$ cat src/verilog/video_config.svh
// video config with frame geometry, sync placement and palette size
`ifndef VIDEO_CONFIG_SVH
`define VIDEO_CONFIG_SVH

// whole frame in pixel strobes and lines
`define VID_H_TOTAL       64
`define VID_V_TOTAL       24

// active window
// width must stay a multiple of 16 so every mode ends on a word
`define VID_H_ACTIVE      32
`define VID_V_ACTIVE      16

// sync pulses inside the blanking interval
`define VID_H_SYNC_START  40
`define VID_H_SYNC_LEN    8
`define VID_V_SYNC_LINE   20

// screen memory word address
`define VID_ADDR_W        10

`define VID_PAL_SIZE      256

`endif

$ cat src/verilog/video_pkg.sv
// video package holding the render mode encoding and shared packed structs
package video_pkg;

	typedef enum logic [1:0] {
		RENDER_ZX   = 2'd0,
		RENDER_HC   = 2'd1,
		RENDER_XC   = 2'd2,
		RENDER_TEST = 2'd3
	} render_mode_e;

	typedef struct packed {
		render_mode_e render;
		logic         hires;
	} video_mode_t;

	// first three are single clock strobes
	typedef struct packed {
		logic pix_stb;
		logic pix_start;
		logic line_start;
		logic hvpix;
		logic hsync;
		logic vsync;
	} beam_ctrl_t;

	typedef struct packed {
		logic       stb;
		logic [7:0] index;
		logic       hsync;
		logic       vsync;
		logic       blank;
	} pix_idx_t;

	typedef struct packed {
		logic        we;
		logic [7:0]  addr;
		logic [15:0] rgb;
	} pal_wr_t;

	// rgb565 pixel leaving the subsystem
	typedef struct packed {
		logic        stb;
		logic [15:0] rgb;
		logic        hsync;
		logic        vsync;
		logic        blank;
	} video_out_t;

endpackage

$ cat src/verilog/video_timing.sv
// video timing control with pixel-rate divider, beam counters and sync decode
`timescale 1ns/1ps
`include "video_config.svh"

module video_timing
	import video_pkg::*;
(
	input  logic        clk,
	input  logic        rst_n,
	input  video_mode_t mode,
	output beam_ctrl_t  beam,
	output logic        frame_start
);

	localparam int HW = $clog2(`VID_H_TOTAL);
	localparam int VW = $clog2(`VID_V_TOTAL);

	logic [HW-1:0] hcnt;
	logic [VW-1:0] vcnt;
	logic          div;
	logic          hires;
	logic          h_end;
	logic          v_end;
	logic          v_act;
	logic          row_start;

	assign h_end     = hcnt == HW'(`VID_H_TOTAL - 1);
	assign v_end     = vcnt == VW'(`VID_V_TOTAL - 1);
	assign v_act     = vcnt < VW'(`VID_V_ACTIVE);
	assign row_start = beam.pix_stb & (hcnt == '0);

	// hires strobes every clock, lores every second clock
	assign beam.pix_stb = hires | div;

	// active lines begin at horizontal position 0
	assign beam.line_start = row_start & v_act;
	assign beam.pix_start  = row_start & v_act;
	assign beam.hvpix      = v_act & (hcnt < HW'(`VID_H_ACTIVE));

	assign beam.hsync = (hcnt >= HW'(`VID_H_SYNC_START)) &
		(hcnt < HW'(`VID_H_SYNC_START + `VID_H_SYNC_LEN));
	assign beam.vsync = vcnt == VW'(`VID_V_SYNC_LINE);

	// last line of vertical blanking
	// leaves the fetcher time to prime the first word
	assign frame_start = row_start & v_end;

	always_ff @(posedge clk) begin
		if (!rst_n) begin
			div   <= 1'b0;
			hires <= 1'b0;
			hcnt  <= '0;
			vcnt  <= '0;
		end else begin
			div <= ~div;
			// rate only changes between lines
			if (beam.line_start)
				hires <= mode.hires;
			if (beam.pix_stb) begin
				hcnt <= h_end ? '0 : hcnt + 1'b1;
				if (h_end)
					vcnt <= v_end ? '0 : vcnt + 1'b1;
			end
		end
	end

endmodule

$ cat src/verilog/video_fetch.sv
// video fetcher with screen-memory address counter and one-word prefetch buffer
`timescale 1ns/1ps
`include "video_config.svh"

module video_fetch
	import video_pkg::*;
(
	input  logic                   clk,
	input  logic                   rst_n,
	input  beam_ctrl_t             beam,
	input  logic                   frame_start,
	input  logic [`VID_ADDR_W-1:0] frame_base,
	input  logic                   take,
	output logic [31:0]            word,
	output logic                   mem_rd,
	output logic [`VID_ADDR_W-1:0] mem_addr,
	input  logic [31:0]            mem_rdata
);

	logic [`VID_ADDR_W-1:0] next_addr;
	logic                   prime;
	logic                   fill;

	always_ff @(posedge clk) begin
		if (!rst_n) begin
			next_addr <= '0;
			prime     <= 1'b0;
			fill      <= 1'b0;
			mem_rd    <= 1'b0;
		end else begin
			fill   <= mem_rd;
			mem_rd <= 1'b0;
			if (frame_start) begin
				next_addr <= frame_base;
				prime     <= 1'b1;
			end else if ((prime & beam.pix_stb & ~beam.hvpix) | take) begin
				// priming read in blanking or refill after a take
				mem_rd    <= 1'b1;
				mem_addr  <= next_addr;
				next_addr <= next_addr + 1'b1;
				prime     <= 1'b0;
			end
		end
	end

	// memory answers one clock after the strobe
	always_ff @(posedge clk) begin
		if (fill)
			word <= mem_rdata;
	end

endmodule

$ cat src/verilog/video_render.sv
// video renderer decoding screen words into palette indices in ZX, 16c and 256c modes
`timescale 1ns/1ps

module video_render
	import video_pkg::*;
(
	input  logic        clk,
	input  logic        rst_n,
	input  beam_ctrl_t  beam,
	input  video_mode_t mode,
	input  logic [7:0]  border,
	input  logic [31:0] word,
	output logic        take,
	output pix_idx_t    pix
);

	render_mode_e mode_q;
	render_mode_e cur_mode;
	logic [3:0]   cnt;
	logic [3:0]   cnt_nx;
	logic [31:0]  data;
	logic [31:0]  data_nx;
	logic         last;
	logic [15:0]  zx_gfx;
	logic [7:0]   zx_attr;
	logic         zx_dot;
	logic [7:0]   zx_pix;
	logic [7:0]   hc_pix;
	logic [7:0]   xc_pix;
	logic [7:0]   idx;

	// new mode already applies to the first pixel of the line
	assign cur_mode = beam.line_start ? mode.render : mode_q;

	// a word is taken at line start and on the first pixel of each later word
	// nothing is taken past the right edge of the window
	assign take = beam.pix_stb & (beam.pix_start | (beam.hvpix & last));

	// state as it stands after this strobe
	assign cnt_nx  = beam.pix_start ? 4'd0 : cnt + 4'd1;
	assign data_nx = take ? word : data;

	// zx bitmap with attribute per half word
	assign zx_gfx  = data_nx[15:0];
	assign zx_dot  = zx_gfx[~cnt_nx];
	assign zx_attr = cnt_nx[3] ? data_nx[23:16] : data_nx[31:24];
	assign zx_pix  = {4'hF, zx_attr[6], zx_dot ? zx_attr[2:0] : zx_attr[5:3]};

	// high nibble of each byte comes first
	assign hc_pix = {4'hE, data_nx[{cnt_nx[2:1], ~cnt_nx[0], 2'b00} +: 4]};
	assign xc_pix = data_nx[{cnt_nx[1:0], 3'b000} +: 8];

	always_comb begin
		case (cur_mode)
			RENDER_HC: last = cnt[2:0] == 3'd7;
			RENDER_XC: last = cnt[1:0] == 2'd3;
			default:   last = cnt == 4'd15;
		endcase
		case (cur_mode)
			RENDER_ZX: idx = zx_pix;
			RENDER_HC: idx = hc_pix;
			RENDER_XC: idx = xc_pix;
			default:   idx = 8'h00;
		endcase
		if (!beam.hvpix)
			idx = border;
	end

	always_ff @(posedge clk) begin
		if (!rst_n) begin
			mode_q    <= RENDER_ZX;
			cnt       <= 4'd0;
			pix.stb   <= 1'b0;
			pix.hsync <= 1'b0;
			pix.vsync <= 1'b0;
			pix.blank <= 1'b1;
		end else begin
			pix.stb <= beam.pix_stb;
			if (beam.line_start)
				mode_q <= mode.render;
			if (beam.pix_stb) begin
				cnt       <= cnt_nx;
				pix.index <= idx;
				pix.hsync <= beam.hsync;
				pix.vsync <= beam.vsync;
				pix.blank <= ~beam.hvpix;
			end
		end
	end

	always_ff @(posedge clk) begin
		if (beam.pix_stb)
			data <= data_nx;
	end

endmodule

$ cat src/verilog/video_palette.sv
// video palette RAM mapping 8-bit indices to RGB565 with sync carried alongside
`timescale 1ns/1ps
`include "video_config.svh"

module video_palette
	import video_pkg::*;
(
	input  logic       clk,
	input  logic       rst_n,
	input  pal_wr_t    wr,
	input  pix_idx_t   pix,
	output video_out_t out
);

	logic [15:0] ram [`VID_PAL_SIZE];

	// read returns the old entry on a same-cycle write
	always_ff @(posedge clk) begin
		if (wr.we)
			ram[wr.addr] <= wr.rgb;
	end

	always_ff @(posedge clk) begin
		if (!rst_n) begin
			out.stb   <= 1'b0;
			out.hsync <= 1'b0;
			out.vsync <= 1'b0;
			out.blank <= 1'b1;
		end else begin
			out.stb <= pix.stb;
			if (pix.stb) begin
				out.rgb   <= ram[pix.index];
				out.hsync <= pix.hsync;
				out.vsync <= pix.vsync;
				out.blank <= pix.blank;
			end
		end
	end

endmodule

$ cat src/verilog/video_top.sv
// video top level joining timing, fetch, render and palette
`timescale 1ns/1ps
`include "video_config.svh"

module video_top
	import video_pkg::*;
(
	input  logic                   clk,
	input  logic                   rst_n,
	input  video_mode_t            mode,
	input  logic [7:0]             border,
	input  logic [`VID_ADDR_W-1:0] frame_base,
	input  pal_wr_t                pal_wr,
	output logic                   mem_rd,
	output logic [`VID_ADDR_W-1:0] mem_addr,
	input  logic [31:0]            mem_rdata,
	output video_out_t             video_out
);

	beam_ctrl_t  beam;
	logic        frame_start;
	logic        take;
	logic [31:0] word;
	pix_idx_t    pix;

	video_timing u_timing (
		.clk         (clk),
		.rst_n       (rst_n),
		.mode        (mode),
		.beam        (beam),
		.frame_start (frame_start)
	);

	video_fetch u_fetch (
		.clk         (clk),
		.rst_n       (rst_n),
		.beam        (beam),
		.frame_start (frame_start),
		.frame_base  (frame_base),
		.take        (take),
		.word        (word),
		.mem_rd      (mem_rd),
		.mem_addr    (mem_addr),
		.mem_rdata   (mem_rdata)
	);

	video_render u_render (
		.clk    (clk),
		.rst_n  (rst_n),
		.beam   (beam),
		.mode   (mode),
		.border (border),
		.word   (word),
		.take   (take),
		.pix    (pix)
	);

	video_palette u_palette (
		.clk   (clk),
		.rst_n (rst_n),
		.wr    (pal_wr),
		.pix   (pix),
		.out   (video_out)
	);

endmodule

$ cat config.mk
export PLATFORM = sky130hd
export DESIGN_NAME = video_top
export DESIGN_NICKNAME = d
export VERILOG_FILES = /design/src/verilog/video_pkg.sv /design/src/verilog/video_timing.sv /design/src/verilog/video_fetch.sv /design/src/verilog/video_render.sv /design/src/verilog/video_palette.sv /design/src/verilog/video_top.sv
export VERILOG_INCLUDE_DIRS = /design/src /design/src/verilog
export SDC_FILE = /design/constraint.sdc
export NUM_CORES = 2
export LEC_CHECK = 0
export BUFFER_PORTS_ARGS = -buffer_cell sky130_fd_sc_hd__buf_2
export CAP_MARGIN = 20
export CELL_PAD_IN_SITES_DETAIL_PLACEMENT = 1
export CELL_PAD_IN_SITES_GLOBAL_PLACEMENT = 2
export CORE_UTILIZATION = 44
export CTS_BUF_LIST = sky130_fd_sc_hd__clkbuf_8 sky130_fd_sc_hd__clkbuf_16
export DETAILED_ROUTE_END_ITERATION = 16
export PLACE_DENSITY_LB_ADDON = 0.1
export RECOVER_POWER = 100
export SLEW_MARGIN = 20
export SYNTH_ARGS = -nofsm -noshare
export SYNTH_HDL_FRONTEND = slang
export SYNTH_SLANG_ARGS = --single-unit
$ cat constraint.sdc
create_clock -name clk -period 11.6 [get_ports clk]
set_input_delay 0.58 -clock clk [delete_from_list [all_inputs] [get_ports clk]]
set_output_delay 0.58 -clock clk [all_outputs]
set_load 0.02 [all_outputs]
After elaboration in Yosys (flattened, before gate mapping) --
Memories as Yosys holds them, arrays and structs flattened. A register that Yosys moved wholly into a read port is not among the register bits. Cells that the tools add are included.
Word-level totals: register bits after elaboration 122, latch bits 0, memory bits (writable) 4096, memory bits (read-only) 0, input port bits 80, output and inout bits 31, logic and storage cells 87, memories 1
Memories:
- u_palette.ram | depth 256, bits a word 16, read ports 1, clocked after Yosys merged registers in 1, wr ports 1, RTL line video_palette.sv:15 | logic [15:0] ram [`VID_PAL_SIZE];
Cells by class: $add $sub $neg 4, multiply operators 0, divide/modulo/power cells 0, magnitude comparators 5, equal/unequal tests 8, shift-type cells 2, muxes and demuxes 19, bitwise logic cells 18, reduce and logical (&&, ||, !) cells 8
Operators by type and width (number):
- $mux W32 | 1
- $shiftx A32 B6 Y4 | 1
- $shiftx A32 B6 Y8 | 1
- $pmux W8 S3 | 1
- $mux W10 | 2
- $lt A6 B6 Y1 const B | 2
- $add A10 B1 Y10 const B | 1
- $eq A5 B5 Y1 const B | 2
- $and A1 B1 Y1 | 9
- $mux W8 | 1
- $mux W7 | 1
- $add A6 B1 Y6 const B | 1
- $eq A6 B6 Y1 const B | 1
- $ge A6 B6 Y1 const B | 1
- $logic_not A6 Y1 | 1
- $mux W1 | 6
- $mux W6 | 1
- $reduce_and A2 Y1 | 3
- $add A5 B1 Y5 const B | 1
- $lt A4 B5 Y1 const B | 1
- $lt A5 B5 Y1 const B | 1
- $mux W5 | 1
- $not A1 Y1 | 5
- $add A4 B1 Y4 const B | 1
- 15 further kinds | 18

Longest topological paths before layout --
depth after elaboration 15, mapped depth 19, depth with buffers taken out 17

By module --
Synthesis repeated with hierarchy kept, for this count alone.
Unflattened totals: cell total of the unflattened synthesis 7855, area, all modules 165159.7 µm²
By module, submodules not included:
- video_palette | instances 1, cells each 7326, area each 159037.5 µm², sequential area each 123558.5 µm²
- video_render | instances 1, cells each 332, area each 3485.8 µm², sequential area each 1401.3 µm²
- video_fetch | instances 1, cells each 113, area each 1909.3 µm², sequential area each 1521.5 µm²
- video_timing | instances 1, cells each 84, area each 726.9 µm², sequential area each 260.2 µm²

Least setup slack after synthesis --
Ideal clock, no wire load.
path type flip-flop to flip-flop, start register u_timing.hcnt[0], end register, netlist name u_render.pix[5], setup time 265 ps, data arrival time 4206 ps, data required time 11335 ps, slack 7129 ps, cell stages (with the launch flop) 20, buffers on the path 4, clock period less this slack 4471 ps, cell sequence dfxtp_1 > inv_1 > ha_1 > or4b_1 > buf_2 > nor3_4 > mux2i_1 > ha_1 > clkbuf_1 > nand2_1 > a22o_1 > a21boi_1 > buf_4 > buf_4 > mux2_2 > nor2_1 > a21oi_1 > mux4_2 > a211oi_1 > a31oi_1
Between the ends: elaborated cells on any way between the ends 25, classes of those cells order compare (1); eq/ne (2); shift (2); mux (10); bitwise (8); reduce/logical (2)
RTL lines:
- start: declaration | RTL line video_timing.sv:18 | logic [HW-1:0] hcnt;
- start signal: assignment | RTL line video_timing.sv:60 | hcnt <= h_end ? '0 : hcnt + 1'b1;
- $logic_not A6 Y1 | RTL line video_timing.sv:30 | assign row_start = beam.pix_stb & (hcnt == '0);
- $and A1 B1 Y1 | RTL line video_timing.sv:30
- $and A1 B1 Y1 | RTL line video_timing.sv:36, video_timing.sv:37
- $mux W2
- $eq A2 B2 Y1 or $eq A2 B1 Y1 (tied branches) | RTL line video_render.sv:54 | case (cur_mode)
- $pmux W1 S2 | RTL line video_render.sv:54
- $and A1 B1 Y1 | RTL line video_render.sv:37 | assign take = beam.pix_stb & (beam.pix_start | (beam.hvpix & last));
- $or A1 B1 Y1 (*) | RTL line video_render.sv:37
- $and A1 B1 Y1 (*) | RTL line video_render.sv:37
- $mux W32 (*) | RTL line video_render.sv:41 | assign data_nx = take ? word : data;
- via u_render.data_nx[22] | RTL line video_render.sv:22 | logic [31:0] data_nx;
- $shiftx A32 B6 Y4 (*) | RTL line video_render.sv:50 | assign hc_pix = {4'hE, data_nx[{cnt_nx[2:1], ~cnt_nx[0], 2'b00} +: 4]};
- $pmux W8 S3 (*) | RTL line video_render.sv:59 | case (cur_mode)
- $mux W8 (*) | RTL line video_render.sv:65 | if (!beam.hvpix)
- via u_render.idx[2] | RTL line video_render.sv:30 | logic [7:0] idx;
Mark *: on every way through the listed nets, which the timed path passes. The rest lies on a longest branch. The select of a mux whose other input is x is not followed. A chain may end at the register's enable or synchronous reset.

Worst setup path after layout --
start input port pal_wr[9] (netlist bit), end memory u_palette.ram[24][9], data pin
RTL lines:
- start: declaration | RTL line video_top.sv:13 | input pal_wr_t pal_wr,
- end: declaration | RTL line video_palette.sv:15
Straight into the memory's write port.

==> impl_metrics.toml <==
[critical_path]
crit_top_cell = "clkbuf_1"
cp_cell_sequence = "clkbuf_1 -> clkbuf_1"
cpPeakStageDelay_ns = 4.00
end_kind = "flop"
timing.critical_path.slowest_stage_cell = "clkbuf_1"
cp_num_cells = 2
cp_top_family = "buffers and inverters"
path_class = "in -> reg"
path_max_fanout = 105
critPathBufInv = 2
ff2ff_path_depth = 13
worstPathRequired_ns = 11.72
crit_arrival_ns = 8.24
crit_path_start_kind = "primary input"

[floorplan]
io_pins = 111
die-area_um2 = 372000
fp.dieW_um = 610
coreArea_um2 = 367000
start_util_pct = 44.3
rows = 222
chipHeight_um = 610

[place]
placed_area_um2 = 171000
hpwl_um = 258000
pre_cts_slack_ns = 5.72
io_buffers = 110
place_congestion = 0.795

[flow_run]
maxCapViolCount = 196

[logic_synthesis]
syn_area_per_cell_um2 = 24.4
synthesis.area_um2 = 163000
synth_top_area_cell = "edfxtp_1"
synth_top_family_by_area = "multiplexers"
ys_seq_area_share_pct = 77.9
synthAdderAreaFrac_pct = 0.0846
post_synth_mux_area_share_pct = 19.1
synth_cell_types = 64
synth_compound_area_share_pct = 0.587
synth_top_cells_by_count = "edfxtp_1 (4194), mux4_2 (1363), nor2_1 (279)"
synth_fp_nets = 6754
synth_top_area_share_pct = 77.4
yosysMostFrequentCell = "edfxtp_1"
synth_edf_count = 4194
synth-warning-count = 0
synth_area_leaders = "edfxtp_1 (77%), mux4_2 (19%), nor2_1 (0.64%), clkbuf_1 (0.53%), dfxtp_1 (0.49%)"
synth_ff_type = "edfxtp_1"
yosys.area_share.simple_pct = 1.27
synth-seq-cells = 4234
ys_async_sr_fraction_pct = 0
synth_xor_area_share_pct = 0.0700
synthCells = 6663

[drt]
route.detailed.drc = 0
ant_nets = 0
wire_per_inst_um = 36.3
viasPerCell = 6.03
firstDrtPassIters = 5
wl_um = 456000
via_count = 75767
drt-initial-drc-count = 8645

[timing]
fin_hold_ws_ns = 0.111
finalMaxSlewViolations = 6359
tightest_slew_ns = 6.27
max_freq_mhz = 123
setup_viol = 0
fin_ws_ns = 3.47
hold_viol_final = 0
finalSetupTns_ns = 0
rsz0062_at_grt = "no"
clock_skew_ns = 0.0538
relSlewSlack_pct = -318
period_needed_ns = 8.13
finalCritPeriodShare_pct = 70.1

[clock_tree]
clk_pin_slew_ns = 0.06
cts_buffers = 446
cts.sinks = 4234
cts_resized = 0
h-tree-depth = 5
cts_root_buffer = "clkbuf_16"
cts_setup_buffers = 0
clk_latency_ns = 0.99
cts_buffer_depth = 4
cts_tree = "built"
cts_hold_buf = 53

[status]
status = "finished, violations left"
violations = "max-capacitance violations, max-slew violations"

[final_layout]
area_growth_pct = 13.4
drive_above_1_share_pct = 28.9
num-fill-cells = 31484
seqCellArea_um2 = 127000
nets = 7343
design_area_um2 = 185000
multiInputGateArea_um2 = 34600
utilization_pct = 50.3

[pwr]
power.share.clock_pct = 39.8
switching_share_pct = 23.7
p_comb_share_pct = 11.5
p_int_w = 0.0266
power.leakage_nw = 56.6
p_per_area_nw_per_um2 = 189
irDropWorstVdd_mv = 0.150
switching_power_w = 0.00827
seq_power_share_pct = 48.7

[grt]
track_usage_pct = 24.5
antenna_found_initial = 53
grt_pass1_wl_um = 634000
grt_pass1_vias = 79160
overflow = 0
grt_max_degree = 145

[min_path]
hold_depth = 3
hp-class = "in -> reg"
==> cell families (layout without fill, tap and decap cells) <==
kind of cell	count (synthesis)	count (layout)
AO/OA/AOI/OAI	126	126
XOR/XNOR	13	13
adder cells (fa/ha/maj)	11	11
buffers and inverters	403	1359
flip-flops	4234	4234
multiplexers	1401	1401
other	0	21
AND/OR/NAND/NOR	475	475
==> layout by cell type, fill, tap and decap left out, types with 18 or more instances in the layout <==
cell              n
buf_2            56
buf_4            51
bufinv_16        37
clkbuf_1        338
clkbuf_16       458
clkinv_1        104
clkinv_2         88
dfxtp_1          40
diode_2          21
dlygate4sd3_1    53
edfxtp_1       4194
inv_1           122
mux2i_1          24
mux4_2         1363
nand2_1          77
nand3_1          26
nor2_1          199
nor2_2           82
nor2b_1          18
o21ai_0          18
==> sequential cells by signal (all words and copies together) (netlist names), 2 cells and up <==
| register | count |
|---|---|
| u_render.mode_q | 2 |
| u_palette.out | 20 |
| u_render.data | 32 |
| u_render.cnt | 4 |
| u_timing.hcnt | 6 |
| u_fetch.mem_addr | 10 |
| u_timing.vcnt | 5 |
| u_fetch.next_addr | 10 |
| u_palette.ram | 4096 |
| u_fetch.word | 32 |
| u_render.pix | 12 |
==> power groups by stage <==
stage                     Sequential, W  Clock (W)  Combinational (W)
after global placement           0.0173          0            0.00404
after detailed placement         0.0173          0            0.00408
after global routing             0.0170     0.0146            0.00421
after CTS                        0.0170     0.0141            0.00410
final                            0.0170     0.0139            0.00400
after floorplan                  0.0173          0            0.00240
==> routing by layer <==
layer  share of wire [%]  vias to the layer above  GRT usage [%]
met4                 2.3                        4           5.36
met1                  43                    42669           35.5
met3                 6.0                      551           3.22
met5              0.0050                        -              0
met2                  49                     2485           40.0
li1                    -                    30058              -
==> per-stage QoR <==
step                power [W]  std cells
global placement       0.0213      11675
floorplan              0.0197       6663
CTS                    0.0352      12543
detailed placement     0.0214      11675
finish                 0.0349      12568
global route           0.0358      12548
==> final cells by class <==
class	instances	share of cell area (%)
Multi-Input combinational cell	2026	18.7
Tap cell	4928	3.34
Antenna cell	21	0.0285
Clock buffer	462	6.24
Sequential cell	4234	68.7
Clock inverter	353	1.42
Inverter	29	0.0590
Timing Repair Buffer	515	1.51
==> final timing paths <==
kind	startpoint	endpoint	slack (ns)
setup / recovery	pal_wr[9]	u_palette.ram[24][9]	3.47
setup reg to reg	u_timing.hires	u_render.pix[4]	3.82
hold / removal	border[1]	u_render.pix[4]	0.11
hold reg to reg	u_timing.div	u_timing.div	0.42
No activity file was read; power rests on OpenSTA's default activity.
